### src/rtl/pmu_pkg.sv
package pmu_pkg;

    // Width of a memory word and of a configuration word
    localparam int WORD_W = 32;
    // Word address into the image memory
    localparam int ADDR_W = 8;
    // Width of the keystream seed
    localparam int KEY_W = 32;

    // Image layout in the external memory
    // Word 0 holds the plain payload count N
    // Words 1 to N hold the scrambled payload, first word first
    // Word N+1 holds the XOR of all plaintext payload words
    localparam logic [ADDR_W-1:0] HDR_ADDR = '0;
    localparam logic [ADDR_W-1:0] PAYLOAD_ADDR = HDR_ADDR + 1'b1;

    // Load sequencer states
    typedef enum logic [2:0] {
        IDLE,
        HEADER,
        STREAM,
        CHECK,
        DONE,
        FAIL
    } ctrl_state_t;

    // One xorshift step of the keystream
    // Stand-in for a real block cipher
    // Shifts are left 13, right 17, left 5
    function automatic logic [KEY_W-1:0] xorshift32(input logic [KEY_W-1:0] s);
        logic [KEY_W-1:0] x;
        x = s ^ (s << 13);
        x = x ^ (x >> 17);
        x = x ^ (x << 5);
        return x;
    endfunction

endpackage

### src/rtl/pmu_mem_reader.sv
`timescale 1ns/1ns

module pmu_mem_reader (
    input  logic                       wb_clk_i,
    input  logic                       rst_i,
    input  logic                       fetch_go_i,
    input  logic [pmu_pkg::ADDR_W-1:0] fetch_count_i,
    output logic [pmu_pkg::ADDR_W-1:0] mem_addr_o,
    output logic                       mem_rd_o,
    input  logic [pmu_pkg::WORD_W-1:0] mem_data_i,
    output logic                       word_req_o,
    input  logic                       word_ack_i,
    output logic [pmu_pkg::WORD_W-1:0] word_data_o,
    output logic                       fetch_done_o
);
    import pmu_pkg::*;

    // Read, wait a cycle for data, hand over, wait for release
    typedef enum logic [2:0] {
        R_IDLE,
        R_READ,
        R_CAPT,
        R_HAND,
        R_REL
    } rd_state_t;

    rd_state_t         state;
    // Address of the checksum word, the last one fetched
    logic [ADDR_W-1:0] last_addr;

    // One-cycle read strobe, data shows up in R_CAPT
    assign mem_rd_o = (state == R_READ);

    always_ff @(posedge wb_clk_i) begin
        if (rst_i) begin
            state        <= R_IDLE;
            mem_addr_o   <= PAYLOAD_ADDR;
            last_addr    <= '0;
            word_req_o   <= 1'b0;
            fetch_done_o <= 1'b0;
        end else begin
            fetch_done_o <= 1'b0;
            case (state)
                R_IDLE: begin
                    if (fetch_go_i) begin
                        mem_addr_o <= PAYLOAD_ADDR;
                        // Checksum follows the N payload words
                        last_addr  <= fetch_count_i + PAYLOAD_ADDR;
                        state      <= R_READ;
                    end
                end
                R_READ: state <= R_CAPT;
                R_CAPT: begin
                    word_req_o <= 1'b1;
                    state      <= R_HAND;
                end
                R_HAND: begin
                    if (word_ack_i) begin
                        word_req_o <= 1'b0;
                        state      <= R_REL;
                    end
                end
                R_REL: begin
                    // Four-phase return to zero before the next word
                    if (!word_ack_i) begin
                        if (mem_addr_o == last_addr) begin
                            fetch_done_o <= 1'b1;
                            state        <= R_IDLE;
                        end else begin
                            mem_addr_o <= mem_addr_o + 1'b1;
                            state      <= R_READ;
                        end
                    end
                end
                default: state <= R_IDLE;
            endcase
        end
    end

    // Word register, loaded once per fetch
    always_ff @(posedge wb_clk_i) begin
        if (state == R_CAPT) begin
            word_data_o <= mem_data_i;
        end
    end

    // Offered word must hold until the descrambler takes it
    assert property (@(posedge wb_clk_i) disable iff (rst_i)
        word_req_o && !word_ack_i |=> $stable(word_data_o));

endmodule

### src/rtl/pmu_descrambler.sv
`timescale 1ns/1ns

module pmu_descrambler (
    input  logic                       wb_clk_i,
    input  logic                       rst_i,
    input  logic                       key_load_i,
    input  logic [pmu_pkg::KEY_W-1:0]  key_i,
    input  logic [pmu_pkg::ADDR_W-1:0] word_count_i,
    input  logic                       word_req_i,
    output logic                       word_ack_o,
    input  logic [pmu_pkg::WORD_W-1:0] word_data_i,
    output logic                       plain_req_o,
    input  logic                       plain_ack_i,
    output logic [pmu_pkg::WORD_W-1:0] plain_data_o,
    output logic [pmu_pkg::WORD_W-1:0] sum_o,
    output logic                       sum_match_o
);
    import pmu_pkg::*;

    logic [KEY_W-1:0]  ks_state;
    logic [KEY_W-1:0]  ks_next;
    logic [WORD_W-1:0] plain_word;
    // Payload words received so far in this load
    logic [ADDR_W-1:0] rx_cnt;
    // One-word skid buffer between input and output
    logic [WORD_W-1:0] buf_data;
    logic              buf_valid;
    logic              is_payload;
    logic              take_payload;
    logic              take_sum;
    logic              move_out;

    // Keystream advances before it is applied
    assign ks_next    = xorshift32(ks_state);
    assign plain_word = word_data_i ^ ks_next;
    assign is_payload = (rx_cnt != word_count_i);

    // Payload word accepted whenever the buffer is free
    assign take_payload = word_req_i && !word_ack_o && is_payload && !buf_valid;
    // Checksum waits until the shifter has drained every payload word
    // so the load ends only with the chain fully written
    assign take_sum = word_req_i && !word_ack_o && !is_payload && !buf_valid &&
                      !plain_req_o && !plain_ack_i;
    // Output stage free and back at zero
    assign move_out = buf_valid && !plain_req_o && !plain_ack_i;

    always_ff @(posedge wb_clk_i) begin
        if (rst_i) begin
            word_ack_o  <= 1'b0;
            plain_req_o <= 1'b0;
            buf_valid   <= 1'b0;
            rx_cnt      <= '0;
            sum_match_o <= 1'b0;
        end else if (key_load_i) begin
            rx_cnt      <= '0;
            sum_match_o <= 1'b0;
        end else begin
            if (take_payload || take_sum) begin
                word_ack_o <= 1'b1;
            end else if (word_ack_o && !word_req_i) begin
                word_ack_o <= 1'b0;
            end
            if (take_payload) begin
                rx_cnt    <= rx_cnt + 1'b1;
                buf_valid <= 1'b1;
            end
            // Checksum word is consumed here and never sent on
            if (take_sum) begin
                sum_match_o <= (word_data_i == sum_o);
            end
            if (move_out) begin
                buf_valid   <= 1'b0;
                plain_req_o <= 1'b1;
            end else if (plain_req_o && plain_ack_i) begin
                plain_req_o <= 1'b0;
            end
        end
    end

    // Keystream, running XOR and word buffers
    always_ff @(posedge wb_clk_i) begin
        if (key_load_i) begin
            ks_state <= key_i;
            sum_o    <= '0;
        end else begin
            if (take_payload) begin
                ks_state <= ks_next;
                buf_data <= plain_word;
                sum_o    <= sum_o ^ plain_word;
            end
            if (move_out) begin
                plain_data_o <= buf_data;
            end
        end
    end

endmodule

### src/rtl/pmu_ccff_shifter.sv
`timescale 1ns/1ns

module pmu_ccff_shifter (
    input  logic                       wb_clk_i,
    input  logic                       rst_i,
    input  logic                       plain_req_i,
    output logic                       plain_ack_o,
    input  logic [pmu_pkg::WORD_W-1:0] plain_data_i,
    output logic                       ccff_data_o,
    output logic                       ccff_shift_o
);
    import pmu_pkg::*;

    localparam int CNT_W = $clog2(WORD_W);

    logic [WORD_W-1:0] shift_q;
    // Index of the bit currently on the data line
    logic [CNT_W-1:0]  bit_cnt;
    logic              shifting;
    logic              load;

    // New word only once the previous handshake has fully closed
    assign load = plain_req_i && !plain_ack_o && !shifting;

    // MSB goes out first, one strobe per bit
    assign ccff_data_o  = shift_q[WORD_W-1];
    assign ccff_shift_o = shifting;

    always_ff @(posedge wb_clk_i) begin
        if (rst_i) begin
            shifting    <= 1'b0;
            bit_cnt     <= '0;
            plain_ack_o <= 1'b0;
        end else begin
            if (load) begin
                shifting <= 1'b1;
                bit_cnt  <= '0;
            end else if (shifting) begin
                bit_cnt <= bit_cnt + 1'b1;
                // Ack right after the last strobe
                if (bit_cnt == CNT_W'(WORD_W - 1)) begin
                    shifting    <= 1'b0;
                    plain_ack_o <= 1'b1;
                end
            end
            if (plain_ack_o && !plain_req_i) begin
                plain_ack_o <= 1'b0;
            end
        end
    end

    always_ff @(posedge wb_clk_i) begin
        if (load) begin
            shift_q <= plain_data_i;
        end else if (shifting) begin
            shift_q <= shift_q << 1;
        end
    end

    // Strobes only while the descrambler still holds its request
    assert property (@(posedge wb_clk_i) disable iff (rst_i)
        ccff_shift_o |-> plain_req_i);

endmodule

### src/rtl/pmu_ctrl.sv
`timescale 1ns/1ns

module pmu_ctrl #(
    parameter int CHAIN_WORDS = 4
) (
    input  logic                       wb_clk_i,
    input  logic                       rst_i,
    input  logic                       start_req_i,
    output logic                       start_ack_o,
    input  logic [pmu_pkg::KEY_W-1:0]  key_i,
    output logic [pmu_pkg::ADDR_W-1:0] mem_addr_o,
    output logic                       mem_rd_o,
    input  logic [pmu_pkg::WORD_W-1:0] mem_data_i,
    output logic                       fetch_go_o,
    output logic [pmu_pkg::ADDR_W-1:0] fetch_count_o,
    input  logic                       fetch_done_i,
    output logic                       key_load_o,
    input  logic                       sum_match_i,
    output logic                       busy_o,
    output logic                       locked_o,
    output logic                       error_o,
    output logic                       fpga_rst_o,
    output logic                       fpga_clk_en_o
);
    import pmu_pkg::*;

    ctrl_state_t state;
    // Set in the header cycle where memory data is valid
    logic        hdr_wait;
    logic        hdr_ok;

    // Controller only ever reads the header word
    assign mem_addr_o = HDR_ADDR;
    assign mem_rd_o   = (state == HEADER) && !hdr_wait;
    assign busy_o     = (state == HEADER) || (state == STREAM) || (state == CHECK);

    // Count must fit the chain exactly and the key must be nonzero
    assign hdr_ok = (mem_data_i == WORD_W'(CHAIN_WORDS)) && (key_i != '0);

    always_ff @(posedge wb_clk_i) begin
        if (rst_i) begin
            state         <= IDLE;
            hdr_wait      <= 1'b0;
            start_ack_o   <= 1'b0;
            fetch_go_o    <= 1'b0;
            fetch_count_o <= '0;
            key_load_o    <= 1'b0;
            locked_o      <= 1'b0;
            error_o       <= 1'b0;
            fpga_rst_o    <= 1'b1;
            fpga_clk_en_o <= 1'b0;
        end else begin
            fetch_go_o <= 1'b0;
            key_load_o <= 1'b0;
            case (state)
                IDLE: begin
                    if (start_req_i && !start_ack_o) begin
                        // Fabric back into reset while it is rewritten
                        locked_o      <= 1'b0;
                        error_o       <= 1'b0;
                        fpga_rst_o    <= 1'b1;
                        fpga_clk_en_o <= 1'b0;
                        hdr_wait      <= 1'b0;
                        state         <= HEADER;
                    end
                end
                HEADER: begin
                    if (!hdr_wait) begin
                        hdr_wait <= 1'b1;
                    end else if (hdr_ok) begin
                        // Reader and descrambler start together
                        fetch_count_o <= mem_data_i[ADDR_W-1:0];
                        fetch_go_o    <= 1'b1;
                        key_load_o    <= 1'b1;
                        state         <= STREAM;
                    end else begin
                        error_o     <= 1'b1;
                        start_ack_o <= 1'b1;
                        state       <= FAIL;
                    end
                end
                STREAM: begin
                    if (fetch_done_i) begin
                        state <= CHECK;
                    end
                end
                CHECK: begin
                    start_ack_o <= 1'b1;
                    if (sum_match_i) begin
                        locked_o      <= 1'b1;
                        fpga_rst_o    <= 1'b0;
                        fpga_clk_en_o <= 1'b1;
                        state         <= DONE;
                    end else begin
                        error_o <= 1'b1;
                        state   <= FAIL;
                    end
                end
                DONE, FAIL: begin
                    // Ack drops once the host releases its request
                    if (!start_req_i) begin
                        start_ack_o <= 1'b0;
                        state       <= IDLE;
                    end
                end
                default: state <= IDLE;
            endcase
        end
    end

    assert property (@(posedge wb_clk_i) disable iff (rst_i)
        !(locked_o && error_o));

endmodule

### src/rtl/fpga_cfg_chain.sv
`timescale 1ns/1ns

module fpga_cfg_chain #(
    parameter int CHAIN_WORDS = 4
) (
    input  logic                                   wb_clk_i,
    input  logic                                   ccff_head_i,
    input  logic                                   ccff_shift_i,
    output logic                                   ccff_tail_o,
    output logic [CHAIN_WORDS*pmu_pkg::WORD_W-1:0] cfg_bits_o
);
    import pmu_pkg::*;

    localparam int CHAIN_BITS = CHAIN_WORDS * WORD_W;

    // Bits enter at the LSB and walk toward the MSB
    // so the first word shifted ends up on top
    always_ff @(posedge wb_clk_i) begin
        if (ccff_shift_i) begin
            cfg_bits_o <= {cfg_bits_o[CHAIN_BITS-2:0], ccff_head_i};
        end
    end

    // Bit that falls off the chain on the next strobe
    assign ccff_tail_o = cfg_bits_o[CHAIN_BITS-1];

endmodule

### src/rtl/pmu_top.sv
`timescale 1ns/1ns

module pmu_top #(
    parameter int CHAIN_WORDS = 4
) (
    input  logic                                   wb_clk_i,
    input  logic                                   rst_i,
    input  logic                                   start_req_i,
    output logic                                   start_ack_o,
    input  logic [pmu_pkg::KEY_W-1:0]              key_i,
    output logic [pmu_pkg::ADDR_W-1:0]             mem_addr_o,
    output logic                                   mem_rd_o,
    input  logic [pmu_pkg::WORD_W-1:0]             mem_data_i,
    output logic                                   busy_o,
    output logic                                   locked_o,
    output logic                                   error_o,
    output logic                                   fpga_rst_o,
    output logic                                   fpga_clk_en_o,
    output logic                                   ccff_tail_o,
    output logic [CHAIN_WORDS*pmu_pkg::WORD_W-1:0] cfg_bits_o
);
    import pmu_pkg::*;

    // Memory ports of the two readers
    logic [ADDR_W-1:0] ctrl_addr;
    logic              ctrl_rd;
    logic [ADDR_W-1:0] rdr_addr;
    logic              rdr_rd;
    // Controller to datapath
    logic              fetch_go;
    logic [ADDR_W-1:0] fetch_count;
    logic              fetch_done;
    logic              key_load;
    logic              sum_match;
    // Reader to descrambler
    logic              word_req;
    logic              word_ack;
    logic [WORD_W-1:0] word_data;
    // Descrambler to shifter
    logic              bit_req;
    logic              bit_ack;
    logic [WORD_W-1:0] plain_data;
    // Shifter to chain
    logic              ccff_data;
    logic              ccff_shift;

    // Controller owns memory only during its header read
    assign mem_rd_o   = ctrl_rd | rdr_rd;
    assign mem_addr_o = ctrl_rd ? ctrl_addr : rdr_addr;

    pmu_ctrl #(
        .CHAIN_WORDS (CHAIN_WORDS)
    ) u_ctrl (
        .wb_clk_i      (wb_clk_i),
        .rst_i         (rst_i),
        .start_req_i   (start_req_i),
        .start_ack_o   (start_ack_o),
        .key_i         (key_i),
        .mem_addr_o    (ctrl_addr),
        .mem_rd_o      (ctrl_rd),
        .mem_data_i    (mem_data_i),
        .fetch_go_o    (fetch_go),
        .fetch_count_o (fetch_count),
        .fetch_done_i  (fetch_done),
        .key_load_o    (key_load),
        .sum_match_i   (sum_match),
        .busy_o        (busy_o),
        .locked_o      (locked_o),
        .error_o       (error_o),
        .fpga_rst_o    (fpga_rst_o),
        .fpga_clk_en_o (fpga_clk_en_o)
    );

    pmu_mem_reader u_reader (
        .wb_clk_i      (wb_clk_i),
        .rst_i         (rst_i),
        .fetch_go_i    (fetch_go),
        .fetch_count_i (fetch_count),
        .mem_addr_o    (rdr_addr),
        .mem_rd_o      (rdr_rd),
        .mem_data_i    (mem_data_i),
        .word_req_o    (word_req),
        .word_ack_i    (word_ack),
        .word_data_o   (word_data),
        .fetch_done_o  (fetch_done)
    );

    // Running sum left open, only the match flag is consumed
    pmu_descrambler u_descrambler (
        .wb_clk_i     (wb_clk_i),
        .rst_i        (rst_i),
        .key_load_i   (key_load),
        .key_i        (key_i),
        .word_count_i (fetch_count),
        .word_req_i   (word_req),
        .word_ack_o   (word_ack),
        .word_data_i  (word_data),
        .plain_req_o  (bit_req),
        .plain_ack_i  (bit_ack),
        .plain_data_o (plain_data),
        .sum_o        (),
        .sum_match_o  (sum_match)
    );

    pmu_ccff_shifter u_shifter (
        .wb_clk_i     (wb_clk_i),
        .rst_i        (rst_i),
        .plain_req_i  (bit_req),
        .plain_ack_o  (bit_ack),
        .plain_data_i (plain_data),
        .ccff_data_o  (ccff_data),
        .ccff_shift_o (ccff_shift)
    );

    fpga_cfg_chain #(
        .CHAIN_WORDS (CHAIN_WORDS)
    ) u_chain (
        .wb_clk_i     (wb_clk_i),
        .ccff_head_i  (ccff_data),
        .ccff_shift_i (ccff_shift),
        .ccff_tail_o  (ccff_tail_o),
        .cfg_bits_o   (cfg_bits_o)
    );

    // Header read and payload fetch never overlap
    assert property (@(posedge wb_clk_i) disable iff (rst_i)
        !(ctrl_rd && rdr_rd));

endmodule

### config.mk
export PLATFORM = sky130hd
export DESIGN_NAME = pmu_top
export DESIGN_NICKNAME = d
export VERILOG_FILES = /design/src/rtl/pmu_pkg.sv /design/src/rtl/pmu_mem_reader.sv /design/src/rtl/pmu_descrambler.sv /design/src/rtl/pmu_ccff_shifter.sv /design/src/rtl/pmu_ctrl.sv /design/src/rtl/fpga_cfg_chain.sv /design/src/rtl/pmu_top.sv
export SDC_FILE = /design/constraint.sdc
export NUM_CORES = 1
export LEC_CHECK = 0
export BUFFER_PORTS_ARGS = -buffer_cell sky130_fd_sc_hd__buf_2
export CORE_AREA = 2 2 175 177
export DETAILED_ROUTE_END_ITERATION = 8
export DIE_AREA = 0 0 177 179
export PLACE_DENSITY = 0.79
export SLEW_MARGIN = 10
export SYNTH_ARGS = -nofsm -noshare
export SYNTH_HDL_FRONTEND = slang
export SYNTH_SLANG_ARGS = --single-unit
### constraint.sdc
create_clock -name wb_clk_i -period 4.3 [get_ports wb_clk_i]
set_input_delay 0.215 -clock wb_clk_i [delete_from_list [all_inputs] [get_ports wb_clk_i]]
set_output_delay 0.215 -clock wb_clk_i [all_outputs]
set_load 0.02 [all_outputs]
==> results.md <==
* Fill count at 2,185
* Mapped Cells at 1,048
* Setup Skew at 0.02015 ns
* Vias/cell at 5.517
* Clock transition at path regs at 0.06 ns
* Row Count at 64
* Ports at 211
* Sequential share of the synthesized area at 0.6794
* Initial Util at 0.5112
* Post-Synth XOR/XNOR Area at 0.1289
* Required time worst endpoint at 4.47 ns
* HP Class: input pin to flop
* Maximum VDD drop at 0.2930 mV
* Ys Warns at 0
* Setup WS post-layout at 1.844 ns
* P&R area growth vs syn at 21.05%
* Post-synthesis simple-gate area fraction at 0.07743
* Share of layout cells above drive strength 1 at 0.2660
* Initial antenna violation count at 0
* Period utilization at 0.5711
* Worst skew pair latency at 0.53 ns
* Synth cell types at 54
* Critical path fanouts, max at 32
* Final setup viols at 0
* DR iter-0 viols at 888
* Critical Path Sink Type: flop
* PortBufs at 210
* DR WL/cell at 19.53 um
* Synth top area share at 0.5634
* Synth Flop Type: edfxtp_1
* Worst slew pin tran at 0.8525 ns
* Post-synth top area cell: edfxtp_1
* Pin count of the biggest net entering global routing at 76
* Met2 GRT Util at 0.3528
* Multi-input gate area at 4677 sq um
* Synth Net Count at 1,120
* Startpoint Class: flop
* Detailed-route via count at 9,589
* Seq. cell area at 10,440 sq um
* Worst slew margin at 0.4317
* Max-cap viol count at 0
* Met1 usage at 0.2732
* Max clock buf depth at 3
* Final nets at 1,384
* Pre-CTS setup slack at 1.677 ns
* Post-synth ARST share at 0
* RSZ-0062 raised after global routing: no
* Syn avg cell area at 14.65 sq um
* Die Height at 179 um
* GPL Wtd Cong at 0.8506
* Drc violations at 0
* Detail Route Antenna Nets at 0
* Compound-Gate Fraction of Synth Area at 0.05681
* Outcome: finished clean
* Final slew viol count at 0
* Fmax at 407.2 MHz
* Dominant cells by area after synthesis: edfxtp_1, dfxtp_1, xnor2_1
* P_leak at 6.534 nW
* Post-synth top cells: edfxtp_1, dfxtp_1, xnor2_1
* WS Path Type: flop to flop
* Number of CTS-inserted buffers at 40
* Main combinational cell family by area after synthesis: XOR/XNOR gates
* Seq cells post-synth at 377
* Met3 usage at 0.03562
* PD cells at 425.1 nW/um^2
* H-tree depth at 2
* DR pass1 iterations at 5
* Busiest grt layer: met2
* Mux share of post-synthesis cell area at 0.03529
* Post-Synth Adder-Cell Area at 0.004075
* Total track usage at 0.2096
* Drt total wl at 33.94 mm
* Global-route wire length before repair at 50.90 mm
* Die area at 31,680 sq um
* Worst path arrival time at 2.63 ns
* Mapped Area at 15,350 sq um
* Most frequent cell after synthesis: edfxtp_1
* Number of synthesized flops with an enable pin at 288
* Root buf cell: clkbuf_16
* CTS tree: built
* Vias in the first global route at 9,205
* Die Width at 177 um
* Final hold violation count at 0
* Clk sink count at 377
* GRT overflow at 0
* Total core area at 30,030 sq um
* Dpl hpwl at 22.83 mm
* TNS Setup at 0 ns
* Postcts setup bufs at 0
* Clock period minus worst slack at 2.456 ns
* ANT cells at 0
-- cell usage in the layout, fill, tap and decap left out, drive strengths merged, types with 3 or more instances in the layout --
cell type | netlist | layout
edfxtp | 288 | 288
mux2i | 8 | 8
nor3 | 10 | 10
a31o | 15 | 15
ha | 5 | 5
clkinv | 1 | 13
xor2 | 42 | 42
clkbuf | 32 | 51
mux2 | 41 | 41
xnor3 | 29 | 29
buf | 8 | 222
xnor2 | 96 | 96
dlygate4sd3 | 0 | 40
inv | 29 | 30
bufinv | 0 | 6
nand2 | 57 | 57
nand4 | 18 | 18
a21oi | 50 | 50
o32ai | 3 | 3
and3 | 7 | 7
dfxtp | 89 | 89
nand2b | 4 | 4
and2 | 11 | 11
nor4 | 23 | 23
o21ai | 27 | 27
nand3 | 9 | 9
or3 | 12 | 12
nor2b | 11 | 11
a211oi | 26 | 26
nor2 | 72 | 72
-- state kept, by name (all words and copies together) (netlist names), 3 cells and up --
signal,cells
u_descrambler.ks_state,32
u_ctrl.fetch_count_o,8
u_ctrl.state,3
u_reader.state,3
u_reader.last_addr,8
u_reader.word_data_o,32
u_reader.mem_addr_o,8
u_shifter.bit_cnt,5
u_descrambler.rx_cnt,8
u_descrambler.sum_o,32
u_descrambler.buf_data,32
u_descrambler.plain_data_o,32
u_shifter.shift_q,32
u_chain.cfg_bits_o,128
-- final timing paths --
kind / to / cells after the start / start / slack (ns)
worst max-delay path: u_descrambler.ks_state[3] / 5 / u_descrambler.word_ack_o / 1.84
worst min register to register: u_descrambler.plain_data_o[19] / 0 / u_descrambler.buf_data[19] / 0.42
worst max register to register: u_descrambler.ks_state[3] / 5 / u_descrambler.word_ack_o / 1.84
worst min-delay path: u_descrambler.ks_state[1] / 3 / key_i[1] / 0.02
-- final cells by class --
type                       instances  area share
timing repair buffer             262     0.08296
clock inverter                    21     0.01441
sequential                       377      0.5616
tap                              396     0.02666
inverter                          30    0.006060
clock buffer                      51     0.05663
multi-input combinational        601      0.2517
-- logic make-up (layout without fill, tap and decap cells) --
logic type / Yosys count / in the layout
AOI/OAI and AO/OA: 136 / 136
adders and majority gates: 5 / 5
and+or+nand+nor: 242 / 242
buffers and inverters: 70 / 364
muxes: 49 / 49
xor gates and xnor gates: 169 / 169
DFF: 377 / 377
-- metal layers --
metal	wire length, um	part of all wire	up-vias
li1	-	-	4383
met4	1143	0.034	0
met2	16210	0.48	491
met1	13810	0.41	4632
met3	2780	0.082	83
met5	0	0	-
-- repair_timing --
item / in CTS / in global routing
hold buffers: 40 / 0
gates resized for setup: 0 / 0
endpoints found under the hold margin: 40 / 0
-- power breakdown --
| group | internal (mW) | switching, mW | total (mW) |
|---|---|---|---|
| Combinational | 0.189 | 0.217 | 0.407 |
| Clock | 2.10 | 1.36 | 3.46 |
| Sequential | 3.95 | 0.0826 | 4.04 |
-- critical path: stages (launching register included) --
cell and delay, ns:
dfxtp_1 0.37, nor2_1 0.14, nand2_1 0.48, a21o_1 0.52
nand2_1 0.16, buf_4 0.42
-- metrics by stage --
step	cells	instance area (sq um)	hold WS, ns	util	power (mW)
floorplan	1048	15350	0.3139	-	4.345
global placement	1626	16850	0.4007	0.5613	4.464
detailed placement	1626	16850	0.4045	0.5613	4.478
CTS	1738	18570	0.0007354	0.6185	7.948
global route	1738	18580	0.01254	0.6188	8.138
finish	1738	18580	0.02030	0.6188	7.899
(Power assumes the default switching activity.)
